<file path="config.mk">
export PLATFORM = sky130hd
export DESIGN_NAME = redmule_complex
export DESIGN_NICKNAME = d
export VERILOG_FILES = /design/src/complex_pkg.sv /design/src/bus_cut.sv /design/src/data_router.sv /design/src/event_irq.sv /design/src/redmule_complex.sv
export SDC_FILE = /design/constraint.sdc
export NUM_CORES = 1
export LEC_CHECK = 0
export ABC_AREA = 1
export ABC_CLOCK_PERIOD_IN_PS = 4720
export BUFFER_PORTS_ARGS = -buffer_cell sky130_fd_sc_hd__buf_2
export CAP_MARGIN = 20
export CORE_AREA = 2 2 188 190
export CTS_BUF_LIST = sky130_fd_sc_hd__clkbuf_16
export DETAILED_ROUTE_END_ITERATION = 10
export DIE_AREA = 0 0 190 192
export PLACE_DENSITY = 0.41
export SLEW_MARGIN = 30
export SYNTH_ARGS = -nofsm -noshare
export SYNTH_HDL_FRONTEND = slang
export SYNTH_SLANG_ARGS = --single-unit
</file>
<file path="constraint.sdc">
create_clock -name clk_i -period 4.72 [get_ports clk_i]
set_input_delay 0.944 -clock clk_i [delete_from_list [all_inputs] [get_ports clk_i]]
set_output_delay 0.944 -clock clk_i [all_outputs]
set_load 0.005 [all_outputs]
</file>
<file path="src/complex_pkg.sv">
// Shared widths, accelerator region map and bus payload types, referenced by scoped name
package complex_pkg;

  // Bus geometry
  localparam int unsigned addr_width = 32;
  localparam int unsigned data_width = 32;
  localparam int unsigned strb_width = data_width / 8;

  // Interrupt vector seen by the core
  localparam int unsigned num_irqs     = 32;
  localparam int unsigned irq_id_width = $clog2(num_irqs);

  // Accelerator event lines and where they land in the vector
  localparam int unsigned num_evts    = 2;
  localparam int unsigned evt_irq_lsb = 3;

  // Accelerator configuration region
  localparam logic [addr_width-1:0] accel_region_start = 32'h0010_0000;
  localparam logic [addr_width-1:0] accel_region_size  = 32'h0000_0400;

  // Instruction fetch carries only an address
  typedef logic [addr_width-1:0] inst_req_t;

  // Data access payload
  typedef struct packed {
    logic                  we;
    logic [strb_width-1:0] be;
    logic [addr_width-1:0] addr;
    logic [data_width-1:0] wdata;
  } data_req_t;

endpackage

</file>
<file path="src/bus_cut.sv">
// Register slice for a req/gnt/rvalid bus, cutting both the request and the response path
`timescale 1ns/1ps

module bus_cut #(
  parameter type payload_t = logic
) (
  input  logic                               clk_i,
  input  logic                               rst_ni,

  // Upstream side, towards the requester
  input  logic                               up_req_i,
  input  payload_t                           up_payload_i,
  output logic                               up_gnt_o,
  output logic                               up_rvalid_o,
  output logic [complex_pkg::data_width-1:0] up_rdata_o,

  // Downstream side, towards the bus
  output logic                               dn_req_o,
  output payload_t                           dn_payload_o,
  input  logic                               dn_gnt_i,
  input  logic                               dn_rvalid_i,
  input  logic [complex_pkg::data_width-1:0] dn_rdata_i
);

  logic                               slot_valid_q;
  payload_t                           slot_payload_q;
  logic                               up_accept;
  logic                               rvalid_q;
  logic [complex_pkg::data_width-1:0] rdata_q;

  // Slot frees up when the held request is taken downstream this cycle
  assign up_gnt_o  = ~slot_valid_q | dn_gnt_i;
  assign up_accept = up_req_i & up_gnt_o;

  assign dn_req_o     = slot_valid_q;
  assign dn_payload_o = slot_payload_q;

  always_ff @(posedge clk_i or negedge rst_ni) begin
    if (!rst_ni) begin
      slot_valid_q <= 1'b0;
    end else if (up_accept) begin
      slot_valid_q <= 1'b1;
    end else if (dn_gnt_i) begin
      slot_valid_q <= 1'b0;
    end
  end

  always_ff @(posedge clk_i) begin
    if (up_accept) begin
      slot_payload_q <= up_payload_i;
    end
  end

  // Response path, one cycle behind the bus
  always_ff @(posedge clk_i or negedge rst_ni) begin
    if (!rst_ni) begin
      rvalid_q <= 1'b0;
    end else begin
      rvalid_q <= dn_rvalid_i;
    end
  end

  always_ff @(posedge clk_i) begin
    if (dn_rvalid_i) begin
      rdata_q <= dn_rdata_i;
    end
  end

  assign up_rvalid_o = rvalid_q;
  assign up_rdata_o  = rdata_q;

endmodule

</file>
<file path="src/data_router.sv">
// Address decoder that steers core data accesses to the accelerator config port or the external bus
`timescale 1ns/1ps

module data_router (
  input  logic                                 clk_i,
  input  logic                                 rst_ni,

  // Core side
  input  logic                                 core_req_i,
  input  complex_pkg::data_req_t               core_payload_i,
  output logic                                 core_gnt_o,
  output logic                                 core_rvalid_o,
  output logic [complex_pkg::data_width-1:0]   core_rdata_o,

  // External data path as target 0
  output logic                                 ext_req_o,
  output complex_pkg::data_req_t               ext_payload_o,
  input  logic                                 ext_gnt_i,
  input  logic                                 ext_rvalid_i,
  input  logic [complex_pkg::data_width-1:0]   ext_rdata_i,

  // Accelerator configuration port as target 1
  output logic                                 periph_req_o,
  output logic [complex_pkg::addr_width-1:0]   periph_add_o,
  output logic                                 periph_wen_o,
  output logic [complex_pkg::strb_width-1:0]   periph_be_o,
  output logic [complex_pkg::data_width-1:0]   periph_data_o,
  input  logic                                 periph_gnt_i,
  input  logic                                 periph_r_valid_i,
  input  logic [complex_pkg::data_width-1:0]   periph_r_data_i
);

  logic                               in_region;
  logic                               route_ok;
  logic                               accept;
  logic                               pending_q;
  logic                               target_q;
  logic                               rsp_valid;

  // Region is [start, start + size)
  assign in_region  = (core_payload_i.addr >= complex_pkg::accel_region_start) &&
                      (core_payload_i.addr <  complex_pkg::accel_region_start +
                                              complex_pkg::accel_region_size);

  // New requests only go out while nothing is in flight
  assign route_ok = core_req_i & ~pending_q;

  assign ext_req_o     = route_ok & ~in_region;
  assign ext_payload_o = core_payload_i;

  assign periph_req_o  = route_ok & in_region;
  assign periph_add_o  = core_payload_i.addr;
  assign periph_wen_o  = ~core_payload_i.we;
  assign periph_be_o   = core_payload_i.be;
  assign periph_data_o = core_payload_i.wdata;

  // Grant follows whichever target is addressed
  assign core_gnt_o = ~pending_q & (in_region ? periph_gnt_i : ext_gnt_i);
  assign accept     = core_req_i & core_gnt_o;

  // Response comes from the target recorded at accept time
  assign rsp_valid     = target_q ? periph_r_valid_i : ext_rvalid_i;
  assign core_rvalid_o = pending_q & rsp_valid;
  assign core_rdata_o  = target_q ? periph_r_data_i : ext_rdata_i;

  always_ff @(posedge clk_i or negedge rst_ni) begin
    if (!rst_ni) begin
      pending_q <= 1'b0;
      target_q  <= 1'b0;
    end else if (accept) begin
      pending_q <= 1'b1;
      target_q  <= in_region;
    end else if (pending_q && rsp_valid) begin
      pending_q <= 1'b0;
    end
  end

endmodule

</file>
<file path="src/event_irq.sv">
// Registers fetch enable as a clock enable and maps accelerator events onto the core interrupt lines
`timescale 1ns/1ps

module event_irq (
  input  logic                                 clk_i,
  input  logic                                 rst_ni,
  input  logic                                 fetch_enable_i,
  input  logic [complex_pkg::num_evts-1:0]     evt_i,
  output logic                                 clk_en_o,
  output logic [complex_pkg::num_irqs-1:0]     irq_o,
  output logic [complex_pkg::irq_id_width-1:0] irq_id_o
);

  logic [complex_pkg::num_irqs-1:0]     irq_d;
  logic [complex_pkg::irq_id_width-1:0] irq_id_d;

  // Events sit at evt_irq_lsb and up, all else zero
  always_comb begin
    irq_d = '0;
    irq_d[complex_pkg::evt_irq_lsb +: complex_pkg::num_evts] = evt_i;
  end

  // Highest set line wins, zero when idle
  always_comb begin
    irq_id_d = '0;
    for (int unsigned i = 0; i < complex_pkg::num_irqs; i++) begin
      if (irq_d[i]) begin
        irq_id_d = i[complex_pkg::irq_id_width-1:0];
      end
    end
  end

  always_ff @(posedge clk_i or negedge rst_ni) begin
    if (!rst_ni) begin
      clk_en_o <= 1'b0;
      irq_o    <= '0;
      irq_id_o <= '0;
    end else begin
      clk_en_o <= fetch_enable_i;
      irq_o    <= irq_d;
      irq_id_o <= irq_id_d;
    end
  end

endmodule

</file>
<file path="src/redmule_complex.sv">
// Top level bus plumbing between the core ports, the external buses and the accelerator config port
`timescale 1ns/1ps

module redmule_complex (
  input  logic                                 clk_i,
  input  logic                                 rst_ni,
  input  logic                                 fetch_enable_i,
  input  logic [complex_pkg::num_evts-1:0]     evt_i,

  // Core instruction port
  input  logic                                 core_inst_req_i,
  input  logic [complex_pkg::addr_width-1:0]   core_inst_addr_i,
  output logic                                 core_inst_gnt_o,
  output logic                                 core_inst_rvalid_o,
  output logic [complex_pkg::data_width-1:0]   core_inst_rdata_o,

  // Core data port
  input  logic                                 core_data_req_i,
  input  logic                                 core_data_we_i,
  input  logic [complex_pkg::strb_width-1:0]   core_data_be_i,
  input  logic [complex_pkg::addr_width-1:0]   core_data_addr_i,
  input  logic [complex_pkg::data_width-1:0]   core_data_wdata_i,
  output logic                                 core_data_gnt_o,
  output logic                                 core_data_rvalid_o,
  output logic [complex_pkg::data_width-1:0]   core_data_rdata_o,

  // External instruction bus
  output logic                                 inst_req_o,
  output logic [complex_pkg::addr_width-1:0]   inst_addr_o,
  input  logic                                 inst_gnt_i,
  input  logic                                 inst_rvalid_i,
  input  logic [complex_pkg::data_width-1:0]   inst_rdata_i,

  // External data bus
  output logic                                 data_req_o,
  output logic                                 data_we_o,
  output logic [complex_pkg::strb_width-1:0]   data_be_o,
  output logic [complex_pkg::addr_width-1:0]   data_addr_o,
  output logic [complex_pkg::data_width-1:0]   data_wdata_o,
  input  logic                                 data_gnt_i,
  input  logic                                 data_rvalid_i,
  input  logic [complex_pkg::data_width-1:0]   data_rdata_i,

  // Accelerator configuration port
  output logic                                 periph_req_o,
  output logic [complex_pkg::addr_width-1:0]   periph_add_o,
  output logic                                 periph_wen_o,
  output logic [complex_pkg::strb_width-1:0]   periph_be_o,
  output logic [complex_pkg::data_width-1:0]   periph_data_o,
  input  logic                                 periph_gnt_i,
  input  logic                                 periph_r_valid_i,
  input  logic [complex_pkg::data_width-1:0]   periph_r_data_i,

  // Control
  output logic                                 clk_en_o,
  output logic [complex_pkg::num_irqs-1:0]     irq_o,
  output logic [complex_pkg::irq_id_width-1:0] irq_id_o
);

  complex_pkg::inst_req_t             inst_cut_payload;
  complex_pkg::data_req_t             core_data_payload;
  complex_pkg::data_req_t             ext_payload;
  complex_pkg::data_req_t             data_cut_payload;
  logic                               ext_req;
  logic                               ext_gnt;
  logic                               ext_rvalid;
  logic [complex_pkg::data_width-1:0] ext_rdata;

  // Instruction fetch slice
  bus_cut #(
    .payload_t ( complex_pkg::inst_req_t )
  ) i_inst_cut (
    .clk_i        ( clk_i              ),
    .rst_ni       ( rst_ni             ),
    .up_req_i     ( core_inst_req_i    ),
    .up_payload_i ( core_inst_addr_i   ),
    .up_gnt_o     ( core_inst_gnt_o    ),
    .up_rvalid_o  ( core_inst_rvalid_o ),
    .up_rdata_o   ( core_inst_rdata_o  ),
    .dn_req_o     ( inst_req_o         ),
    .dn_payload_o ( inst_cut_payload   ),
    .dn_gnt_i     ( inst_gnt_i         ),
    .dn_rvalid_i  ( inst_rvalid_i      ),
    .dn_rdata_i   ( inst_rdata_i       )
  );

  assign inst_addr_o = inst_cut_payload;

  // Pack the loose core data signals
  assign core_data_payload.we    = core_data_we_i;
  assign core_data_payload.be    = core_data_be_i;
  assign core_data_payload.addr  = core_data_addr_i;
  assign core_data_payload.wdata = core_data_wdata_i;

  data_router i_router (
    .clk_i            ( clk_i              ),
    .rst_ni           ( rst_ni             ),
    .core_req_i       ( core_data_req_i    ),
    .core_payload_i   ( core_data_payload  ),
    .core_gnt_o       ( core_data_gnt_o    ),
    .core_rvalid_o    ( core_data_rvalid_o ),
    .core_rdata_o     ( core_data_rdata_o  ),
    .ext_req_o        ( ext_req            ),
    .ext_payload_o    ( ext_payload        ),
    .ext_gnt_i        ( ext_gnt            ),
    .ext_rvalid_i     ( ext_rvalid         ),
    .ext_rdata_i      ( ext_rdata          ),
    .periph_req_o     ( periph_req_o       ),
    .periph_add_o     ( periph_add_o       ),
    .periph_wen_o     ( periph_wen_o       ),
    .periph_be_o      ( periph_be_o        ),
    .periph_data_o    ( periph_data_o      ),
    .periph_gnt_i     ( periph_gnt_i       ),
    .periph_r_valid_i ( periph_r_valid_i   ),
    .periph_r_data_i  ( periph_r_data_i    )
  );

  // External data slice behind router port 0
  bus_cut #(
    .payload_t ( complex_pkg::data_req_t )
  ) i_data_cut (
    .clk_i        ( clk_i            ),
    .rst_ni       ( rst_ni           ),
    .up_req_i     ( ext_req          ),
    .up_payload_i ( ext_payload      ),
    .up_gnt_o     ( ext_gnt          ),
    .up_rvalid_o  ( ext_rvalid       ),
    .up_rdata_o   ( ext_rdata        ),
    .dn_req_o     ( data_req_o       ),
    .dn_payload_o ( data_cut_payload ),
    .dn_gnt_i     ( data_gnt_i       ),
    .dn_rvalid_i  ( data_rvalid_i    ),
    .dn_rdata_i   ( data_rdata_i     )
  );

  assign data_we_o    = data_cut_payload.we;
  assign data_be_o    = data_cut_payload.be;
  assign data_addr_o  = data_cut_payload.addr;
  assign data_wdata_o = data_cut_payload.wdata;

  event_irq i_event_irq (
    .clk_i          ( clk_i          ),
    .rst_ni         ( rst_ni         ),
    .fetch_enable_i ( fetch_enable_i ),
    .evt_i          ( evt_i          ),
    .clk_en_o       ( clk_en_o       ),
    .irq_o          ( irq_o          ),
    .irq_id_o       ( irq_id_o       )
  );

endmodule

</file>
==> results of run 1 <==
layout by cell type, fill, tap and decap left out:
master and instances:
a21oi_1 1, a21oi_4 1, buf_16 1, buf_2 456
buf_4 2, bufinv_16 3, clkbuf_16 17, clkinv_1 2
clkinv_2 2, clkinv_4 1, clkinvlp_4 2, conb_1 32
dfrtp_1 10, diode_2 2, edfxtp_1 165, inv_1 12
inv_2 2, inv_6 2, inv_8 1, mux2_1 5
mux2_2 27, mux2i_1 1, nand2_1 14, nand2_2 4
nand2_4 1, nand3_1 3, nand3_2 2, nand4_1 1
nor2_1 16, nor2_2 4, nor2_4 3, o21ai_0 1
o21ai_1 1
power by group:
group          internal [mW]  switching (mW)
clock network          0.831           0.615
registers               1.92          0.0452
logic                  0.220           0.290
metal layers:
layer  part of all wire [%]  wire length [um]  vias up  GRT usage [%]
met4                    1.0               212        2           3.43
met3                    9.1              1940       10           4.64
met1                     36              7630     2077           11.6
li1                       -                 -     2026              -
met5                  0.075                16        -              0
met2                     54             11500      243           20.0
through the flow:
stage | total power [mW] | setup slack [ps] | hold slack [ps] | instance area (um^2)
floorplan | 2.20 | 66.2 | 510 | 6810
global placement | 2.52 | 1720 | 560 | 8890
detailed placement | 2.53 | 1740 | 566 | 8910
CTS | 4.01 | 1590 | 374 | 9510
global route | 4.11 | 1550 | 378 | 9510
finish | 3.92 | 1680 | 409 | 9510
cells by family (layout without fill, tap and decap cells):
group | count (synthesis) | in the layout | synth area share, %
buffers and inverters | 118 | 503 | 12.7
multiplexers | 33 | 33 | 5.53
AO/OA/AOI/OAI | 4 | 4 | 0.299
AND/OR/NAND/NOR | 48 | 48 | 3.61
other | 1 | 34 | 0.0560
flip-flops | 175 | 175 | 77.8
final cells by class:
class | instances | area share [%]
tap | 455 | 5.98
clock buffer | 17 | 4.47
antenna | 2 | 0.0526
inverter | 12 | 0.473
clock inverter | 15 | 1.76
timing repair buffer | 459 | 24.4
sequential | 175 | 54.7
multi-input combinational | 117 | 8.10
sequential cells by signal, indices dropped and copies added, names as in the netlist:
name                     flops
i_event_irq.clk_en_o         1
i_data_cut.dn_payload_o     69
i_data_cut.dn_req_o          1
i_inst_cut.dn_req_o          1
i_data_cut.up_rvalid_o       1
i_inst_cut.up_rvalid_o       1
i_event_irq.irq_id_o         1
i_router.target_q            1
i_router.pending_q           1
i_data_cut.up_rdata_o       32
i_inst_cut.dn_payload_o     32
i_inst_cut.up_rdata_o       32
i_event_irq.irq_o            2
worst paths after layout:
check                                              endpoint  cells past startpoint
worst max-delay path                  core_data_rdata_o[10]                      3
worst min-delay path                 i_data_cut.up_rvalid_o                      1
worst max register to register  i_data_cut.dn_payload_o[36]                      4
worst min register to register          i_inst_cut.dn_req_o                      2
max in group asynchronous               i_data_cut.dn_req_o                      1
min in group clk_i                      i_inst_cut.dn_req_o                      2
worst register-to-register path: cells and delay by family, from the launching register on:
kind / cells / cell delay [ps]
buffers and inverters: 2 / 770
DFF: 1 / 400
and+or+nand+nor: 2 / 290
==> flow_summary.ini, run 1 <==
[status]
status = complete, no violations

[layout]
layout.nets = 992
fillerInstances = 3634
register_area_mm2 = 0.00520
multi_input_area_um2 = 771
drive_gt1_share_pct = 66.8
utilization_pct = 27.7
final_cells = 1252
syn_to_final_growth_pct = 42.2

[timing]
finalMaxSlewViolations = 0
slew_headroom_pct = 38.5
tightestPinTransition_ps = 923
report.final.hold_viol_count = 0
tns_ps = 0
rsz0062_at_grt = no
period_share_pct = 64.5
fmax_mhz = 328
fin_skew_ps = 9.90
setup_viol = 0
post-route-min-period_ps = 3040

[floorplan]
core_mm2 = 0.0343
initial_core_util_pct = 19.5
rows = 68
die_h_um = 192
fp.dieW_um = 190
die_area_mm2 = 0.0365
io_pins = 489

[detailed_routing]
detail-route-antenna-nets = 0
wire_per_inst_um = 17.0
drt_iter0_markers = 157
finalWirelength_um = 21300
drcViolationCount = 0
drtPass1Iterations = 4
detail_route.vias_per_cell = 3.48
num_vias = 4358

[power_and_ir_drop]
vdd_drop_max_v = 0.000283
power.density_mw_per_mm2 = 412
p_leak_nw = 4.18

[logic_synthesis]
synth_top_area_share_pct = 74.0
ys_ff_latch = 175
synth_seq_area_share_pct = 77.8
yosysWarnings = 0
ys_top_cells_by_area = edfxtp_1 (74%), buf_4 (12%), mux2_2 (4.5%)
synthCells = 379
synthFlopType = edfxtp_1
synth.most_common_cell = edfxtp_1
yosysTopAreaCell = edfxtp_1
synthTopCellsByCount = edfxtp_1 (165), buf_4 (104), mux2_2 (27)
synth_edf_count = 165
syn_avg_cell_area_um2 = 17.7
ys_types = 23
ys_async_sr_fraction_pct = 5.71
netlist_area_mm2 = 0.00669

[worst_setup_path]
crit_path_end_kind = output port
slowest_stage = dfrtp_1
cp_data_arrival_time_ps = 2100
crit_start = i_router.target_q
rr_startpoint = i_router.pending_q
crit_buf_inv = 2
worst-endpoint-required_ps = 3780
cp_slowest_stage_delay_ps = 690
reg2reg_setup_slack_ps = 2800
worstSetupPathType = flop to output port
critical_path.max_fanout = 23
cpLargestDelayFamily = flip-flops
path_cells = buf_4, mux2_2, buf_2
worst_setup_path_start_kind = flop

[clock_tree]
cts_made_buffers = 17
cts_setup_buffers = 0
post_cts_resized = 0
cts_buffer_depth = 2
tritoncts = done
clk_latency_ps = 430
cts.sinks = 175
ctsHoldBuffers = 0
cts_htree_levels = 4
root_buffer = clkbuf_16
clk_pin_slew_ps = 70

[placement]
place_inst = 1218
gp_congestion = 0.768
io_buffers = 456
dp_hpwl_um = 17100

[global_routing]
grt_pass1_wl_um = 28000
grt_pass1_vias = 4210
grt.overflow.total = 0
grt_max_degree = 70
antenna_found_initial = 2
grt_usage_pct = 11.0

[flow_run]
max_cap_viol_count = 0

[hold_path]
hold_path_class = input pin to async pin
No activity file was read; power rests on OpenSTA's default activity.
==> run 2, diff against run 1 <==
--- a/config.mk
+++ b/config.mk
@@ -6,7 +6,7 @@
 export NUM_CORES = 1
 export LEC_CHECK = 0
 export ABC_AREA = 1
-export ABC_CLOCK_PERIOD_IN_PS = 4720
+export ABC_CLOCK_PERIOD_IN_PS = 2980
 export BUFFER_PORTS_ARGS = -buffer_cell sky130_fd_sc_hd__buf_2
 export CAP_MARGIN = 20
 export CORE_AREA = 2 2 188 190
==> constraint.sdc (replaced) <==
create_clock -name clk_i -period 2.98 [get_ports clk_i]
set_input_delay 0.596 -clock clk_i [delete_from_list [all_inputs] [get_ports clk_i]]
set_output_delay 0.596 -clock clk_i [all_outputs]
set_load 0.005 [all_outputs]
==> run 2 against run 1 <==
  * Routed wire length fell by 2.5%
  * Global-route usage shrank 0.31 points
  * Clock power is 57% higher
  * Count of clock-buffer cells in the layout unchanged
  * Utilization hardly changed
  * Worst setup slack worse by 960 ps
  * Clock skew fell by 0.73 ps
  * Non-clock buffer count increased by 1
  * Combinational power grew 58%
  * Critical path depth up 4
  * Sequential share of layout area about the same
  * Hold slack lost 380 ps
  * Critical endpoint is now core_data_gnt_o
==> flow_summary.ini, run 2 (synthesized netlist as in run 1, its figures left out) <==
[timing]
fin_skew_ps = 9.17
fmax_mhz = 442
tightestPinTransition_ps = 787
period_share_pct = 76.0
rsz0062_at_grt = no
report.final.hold_viol_count = 0
tns_ps = 0
setup_viol = 0
slew_headroom_pct = 47.6
finalMaxSlewViolations = 0
post-route-min-period_ps = 2260

[clock_tree]
cts_htree_levels = 4
cts_setup_buffers = 0
tritoncts = done
cts_buffer_depth = 2
cts.sinks = 175
cts_made_buffers = 17
post_cts_resized = 0
clk_latency_ps = 440
root_buffer = clkbuf_16
ctsHoldBuffers = 0
clk_pin_slew_ps = 70

[layout]
largest_reg_flops = 69
drive_gt1_share_pct = 67.1
fillerInstances = 3595
final_cell_mix = buf_2 (456), edfxtp_1 (165), conb_1 (32)
layout.nets = 993
syn_to_final_growth_pct = 42.1
final_common_cell = buf_2
utilization_pct = 27.7

[detailed_routing]
detail_route.vias_per_cell = 3.49
drt_iter0_markers = 149
drcViolationCount = 0
num_vias = 4366
drtPass1Iterations = 4
detail-route-antenna-nets = 0
wire_per_inst_um = 16.6
finalWirelength_um = 20700

[power_and_ir_drop]
pwr-share-comb_pct = 13.1
p_leak_nw = 4.18
pwr-share-clk_pct = 36.8
vdd_drop_max_v = 0.000391
p_seq_share_pct = 50.1
p_int_mw = 4.64
power.density_mw_per_mm2 = 650
swShare_pct = 25.0
switchingPower_mw = 1.55

[floorplan]
die_area_mm2 = 0.0365
die_h_um = 192
fp.dieW_um = 190
initial_core_util_pct = 19.5
io_pins = 489
rows = 68
core_mm2 = 0.0343

[worst_setup_path]
worst_setup_path_start_kind = input pin
cp_data_arrival_time_ps = 1670
worstSetupPathType = input pin to output port
worst-endpoint-required_ps = 2380
slowest_stage = nor2_1
cp_slowest_stage_delay_ps = 180
path_cells = buf_2, nor2_1, nand2_1, nor2_2, nand4_1, a21oi_1, buf_2
crit_path_frequent_cell = buf_2
critical_path.max_fanout = 3
reg2reg_setup_slack_ps = 1430
crit_path_end_kind = output port

[flow_run]
max_cap_viol_count = 0

[status]
status = complete, no violations

[global_routing]
use_met3_pct = 3.64
grt.overflow.total = 0
grt_pass1_wl_um = 27500
grt_pass1_vias = 4300
use_met2_pct = 18.9
globalRouteMet1Util_pct = 11.6
grt_max_degree = 70
grt_usage_pct = 10.7
grt_busiest_layer = met2
antenna_found_initial = 1

[hold_path]
hold_path_class = input pin to async pin

[placement]
dp_hpwl_um = 16500
gp_congestion = 0.728
io_buffers = 456
## run 2: power by group through the flow
| stage | Combinational, mW | Clock, mW | Sequential [mW] |
|---|---|---|---|
| 2_1_floorplan | 0.291 | 0 | 3.19 |
| 3_3_place_gp | 0.848 | 0 | 3.15 |
| 3_5_place_dp | 0.840 | 0 | 3.16 |
| 4_1_cts | 0.840 | 2.39 | 3.10 |
| 5_1_grt | 0.896 | 2.47 | 3.13 |
| 6_report | 0.807 | 2.28 | 3.10 |
## run 2: final cells by class
type	instances	area (um^2)	share of cell area, %
diodes	1	2.50	0.0263
well taps	455	569	5.99
clock inverters	15	164	1.72
inverters	12	45.0	0.474
multi-input cells	117	771	8.11
flip-flops and latches	175	5200	54.8
clock buffers	17	425	4.47
repair buffers	460	2320	24.5
## run 2: stage by stage
step	instances	power (mW)	area, um^2	hold slack (ps)	setup slack (ps)
2_1_floorplan	410	3.48	6820	300	332
3_3_place_gp	1219	4.00	8910	503	632
3_5_place_dp	1219	4.00	8910	508	608
4_1_cts	1251	6.33	9500	10.7	603
5_1_grt	1251	6.49	9500	16.1	481
6_report	1252	6.18	9510	25.6	716
## run 2: final timing paths
path                                              end                  from  cells after the start
max                                   core_data_gnt_o  core_data_addr_i[12]                      7
min                              i_event_irq.irq_o[4]                rst_ni                      1
max reg2reg                i_inst_cut.dn_payload_o[7]   i_inst_cut.dn_req_o                      2
min reg2reg                       i_data_cut.dn_req_o   i_data_cut.dn_req_o                      2
max in group asynchronous      i_inst_cut.up_rvalid_o                rst_ni                      1
min in group clk_i               i_event_irq.clk_en_o        fetch_enable_i                      1
## run 2: worst max-delay path, delay by kind of cell
family | cells | cell delay, ps
AO/OA/AOI/OAI | 1 | 180
buffers and inverters | 2 | 270
AND/OR/NAND/NOR | 4 | 620
## run 2: per-layer routing
metal / vias up / routed length, um
met5: - / 0
met4: 0 / 381
met3: 19 / 1740
met2: 247 / 10900
met1: 2071 / 7720
li1: 2029 / -
==> run 3, diff against run 2 <==
--- a/config.mk
+++ b/config.mk
@@ -6,7 +6,7 @@
 export NUM_CORES = 1
 export LEC_CHECK = 0
 export ABC_AREA = 1
-export ABC_CLOCK_PERIOD_IN_PS = 2980
+export ABC_CLOCK_PERIOD_IN_PS = 2400
 export BUFFER_PORTS_ARGS = -buffer_cell sky130_fd_sc_hd__buf_2
 export CAP_MARGIN = 20
 export CORE_AREA = 2 2 188 190
==> constraint.sdc (replaced) <==
create_clock -name clk_i -period 2.4 [get_ports clk_i]
set_input_delay 0.48 -clock clk_i [delete_from_list [all_inputs] [get_ports clk_i]]
set_output_delay 0.48 -clock clk_i [all_outputs]
set_load 0.005 [all_outputs]
==> run 3 against run 2 <==
  * Clock power grew 31%
  * Sequential share of layout area decreased by 0.32 points
  * Combinational power is 25% higher
  * Global-route usage rose by 0.23 points
  * Non-clock buffer count up 3
  * Via count up 0.87%
  * Critical path type is now flop to output port
  * First-iteration DRC count grew 14%
  * Utilization up 0.16 points
==> flow_summary.ini, run 3 (synthesized netlist as in run 1, its figures left out) <==
[detailed_routing]
finalWirelength_um = 21000
wire_per_inst_um = 16.7
drt_iter0_markers = 170
num_vias = 4404
drcViolationCount = 0
drtPass1Iterations = 4
detail-route-antenna-nets = 0
detail_route.vias_per_cell = 3.51

[worst_setup_path]
worstSetupPathType = flop to output port
reg2reg_depth = 4
critical_path.max_fanout = 18
cp_data_arrival_time_ps = 1700
worst_setup_path_start_kind = flop
crit_path_end_kind = output port
worst-endpoint-required_ps = 1920

[power_and_ir_drop]
pwr-share-clk_pct = 38.1
power.density_mw_per_mm2 = 821
switchingPower_mw = 1.89
p_leak_nw = 4.21
p_seq_share_pct = 49.0
p_int_mw = 5.96
finalPower_mw = 7.85
pwr-share-comb_pct = 12.9
vdd_drop_max_v = 0.000481
swShare_pct = 24.1

[placement]
dp_hpwl_um = 16900
io_buffers = 456
pre_cts_ws_ps = 311
gp_congestion = 0.760

[clock_tree]
tritoncts = done
cts_made_buffers = 17
cts_buffer_depth = 2
root_buffer = clkbuf_16
clk_latency_ps = 440
cts_setup_buffers = 0
cts_htree_levels = 4
clk_pin_slew_ps = 70
cts.sinks = 175

[layout]
drive_gt1_share_pct = 66.8
syn_to_final_growth_pct = 42.9
register_area_mm2 = 0.00520
final_cell_mix = buf_2 (456), edfxtp_1 (165), conb_1 (32)
largest_reg_flops = 69
multi_input_area_um2 = 771
final_common_cell = buf_2
layout.nets = 996
utilization_pct = 27.9
fillerInstances = 3617

[timing]
hold_ws_ps = 147
rsz0062_at_grt = no
period_share_pct = 91.0
slew_headroom_pct = 48.6
worst_slack_ps = 216
post-route-min-period_ps = 2180
fin_skew_ps = 7.04
fmax_mhz = 458
tightestPinTransition_ps = 771
finalMaxSlewViolations = 0
report.final.hold_viol_count = 0
tns_ps = 0
setup_viol = 0

[floorplan]
die_h_um = 192
die_area_mm2 = 0.0365
fp.dieW_um = 190
initial_core_util_pct = 19.5
rows = 68
io_pins = 489
core_mm2 = 0.0343

[flow_run]
max_cap_viol_count = 0

[global_routing]
antenna_found_initial = 3
grt_pass1_wl_um = 27800
grt_usage_pct = 11.0
grt.overflow.total = 0
grt_max_degree = 52
grt_pass1_vias = 4283

[status]
status = complete, no violations

[hold_path]
whs_path_depth = 1
hold_path_class = input pin to flop
-- run 3: layout make-up --
class,instances,share of cell area [%]
diodes,2,0.0523
clock buffers,17,4.45
clock inverters,14,2.00
inverters,12,0.471
multi-input cells,117,8.06
flip-flops and latches,175,54.4
well taps,455,5.95
repair buffers,463,24.6
-- run 3: repair_timing --
action	4_1_cts	5_1_grt
endpoints found under the setup margin	0	0
gates resized for setup	0	0
hold buffers	1	0
hold endpoints to repair	10	0
-- run 3: per-stage QoR --
stage / std cells / area [um^2]
after floorplan: 410 / 6820
after global placement: 1221 / 8930
after detailed placement: 1221 / 8930
after CTS: 1253 / 9560
after global routing: 1253 / 9560
final: 1255 / 9560
-- run 3: final timing paths --
| check | start | end | slack, ps |
|---|---|---|---|
| max | i_router.target_q | core_data_rdata_o[1] | 220 |
| min | fetch_enable_i | i_event_irq.clk_en_o | 150 |
| max reg2reg | i_router.pending_q | i_data_cut.dn_payload_o[15] | 860 |
| min reg2reg | i_data_cut.dn_req_o | i_data_cut.dn_req_o | 540 |
| max in group asynchronous | rst_ni | i_inst_cut.up_rvalid_o | 1720 |
| min in group asynchronous | rst_ni | i_inst_cut.dn_req_o | 450 |
-- run 3: worst max-delay path, cell delays in order (launching register included) --
cell,delay (ps)
dfrtp_1,450
buf_4,300
mux2_2,380
buf_2,130
-- run 3: routing by layer --
metal	part of all wire [%]	track usage, %	vias up
met1	36	11.2	2089
li1	-	-	2035
met5	0.076	0	-
met3	8.4	3.86	23
met2	54	19.9	255
met4	1.9	5.22	2
-- run 3: power groups by stage --
stage / Clock [mW] / Sequential [mW] / Combinational [mW]
after CTS: 3.12 / 3.85 / 1.05
final: 2.99 / 3.85 / 1.01
after global routing: 3.24 / 3.88 / 1.12
after global placement: 0 / 3.91 / 1.05
after detailed placement: 0 / 3.92 / 1.05
after floorplan: 0 / 3.96 / 0.362
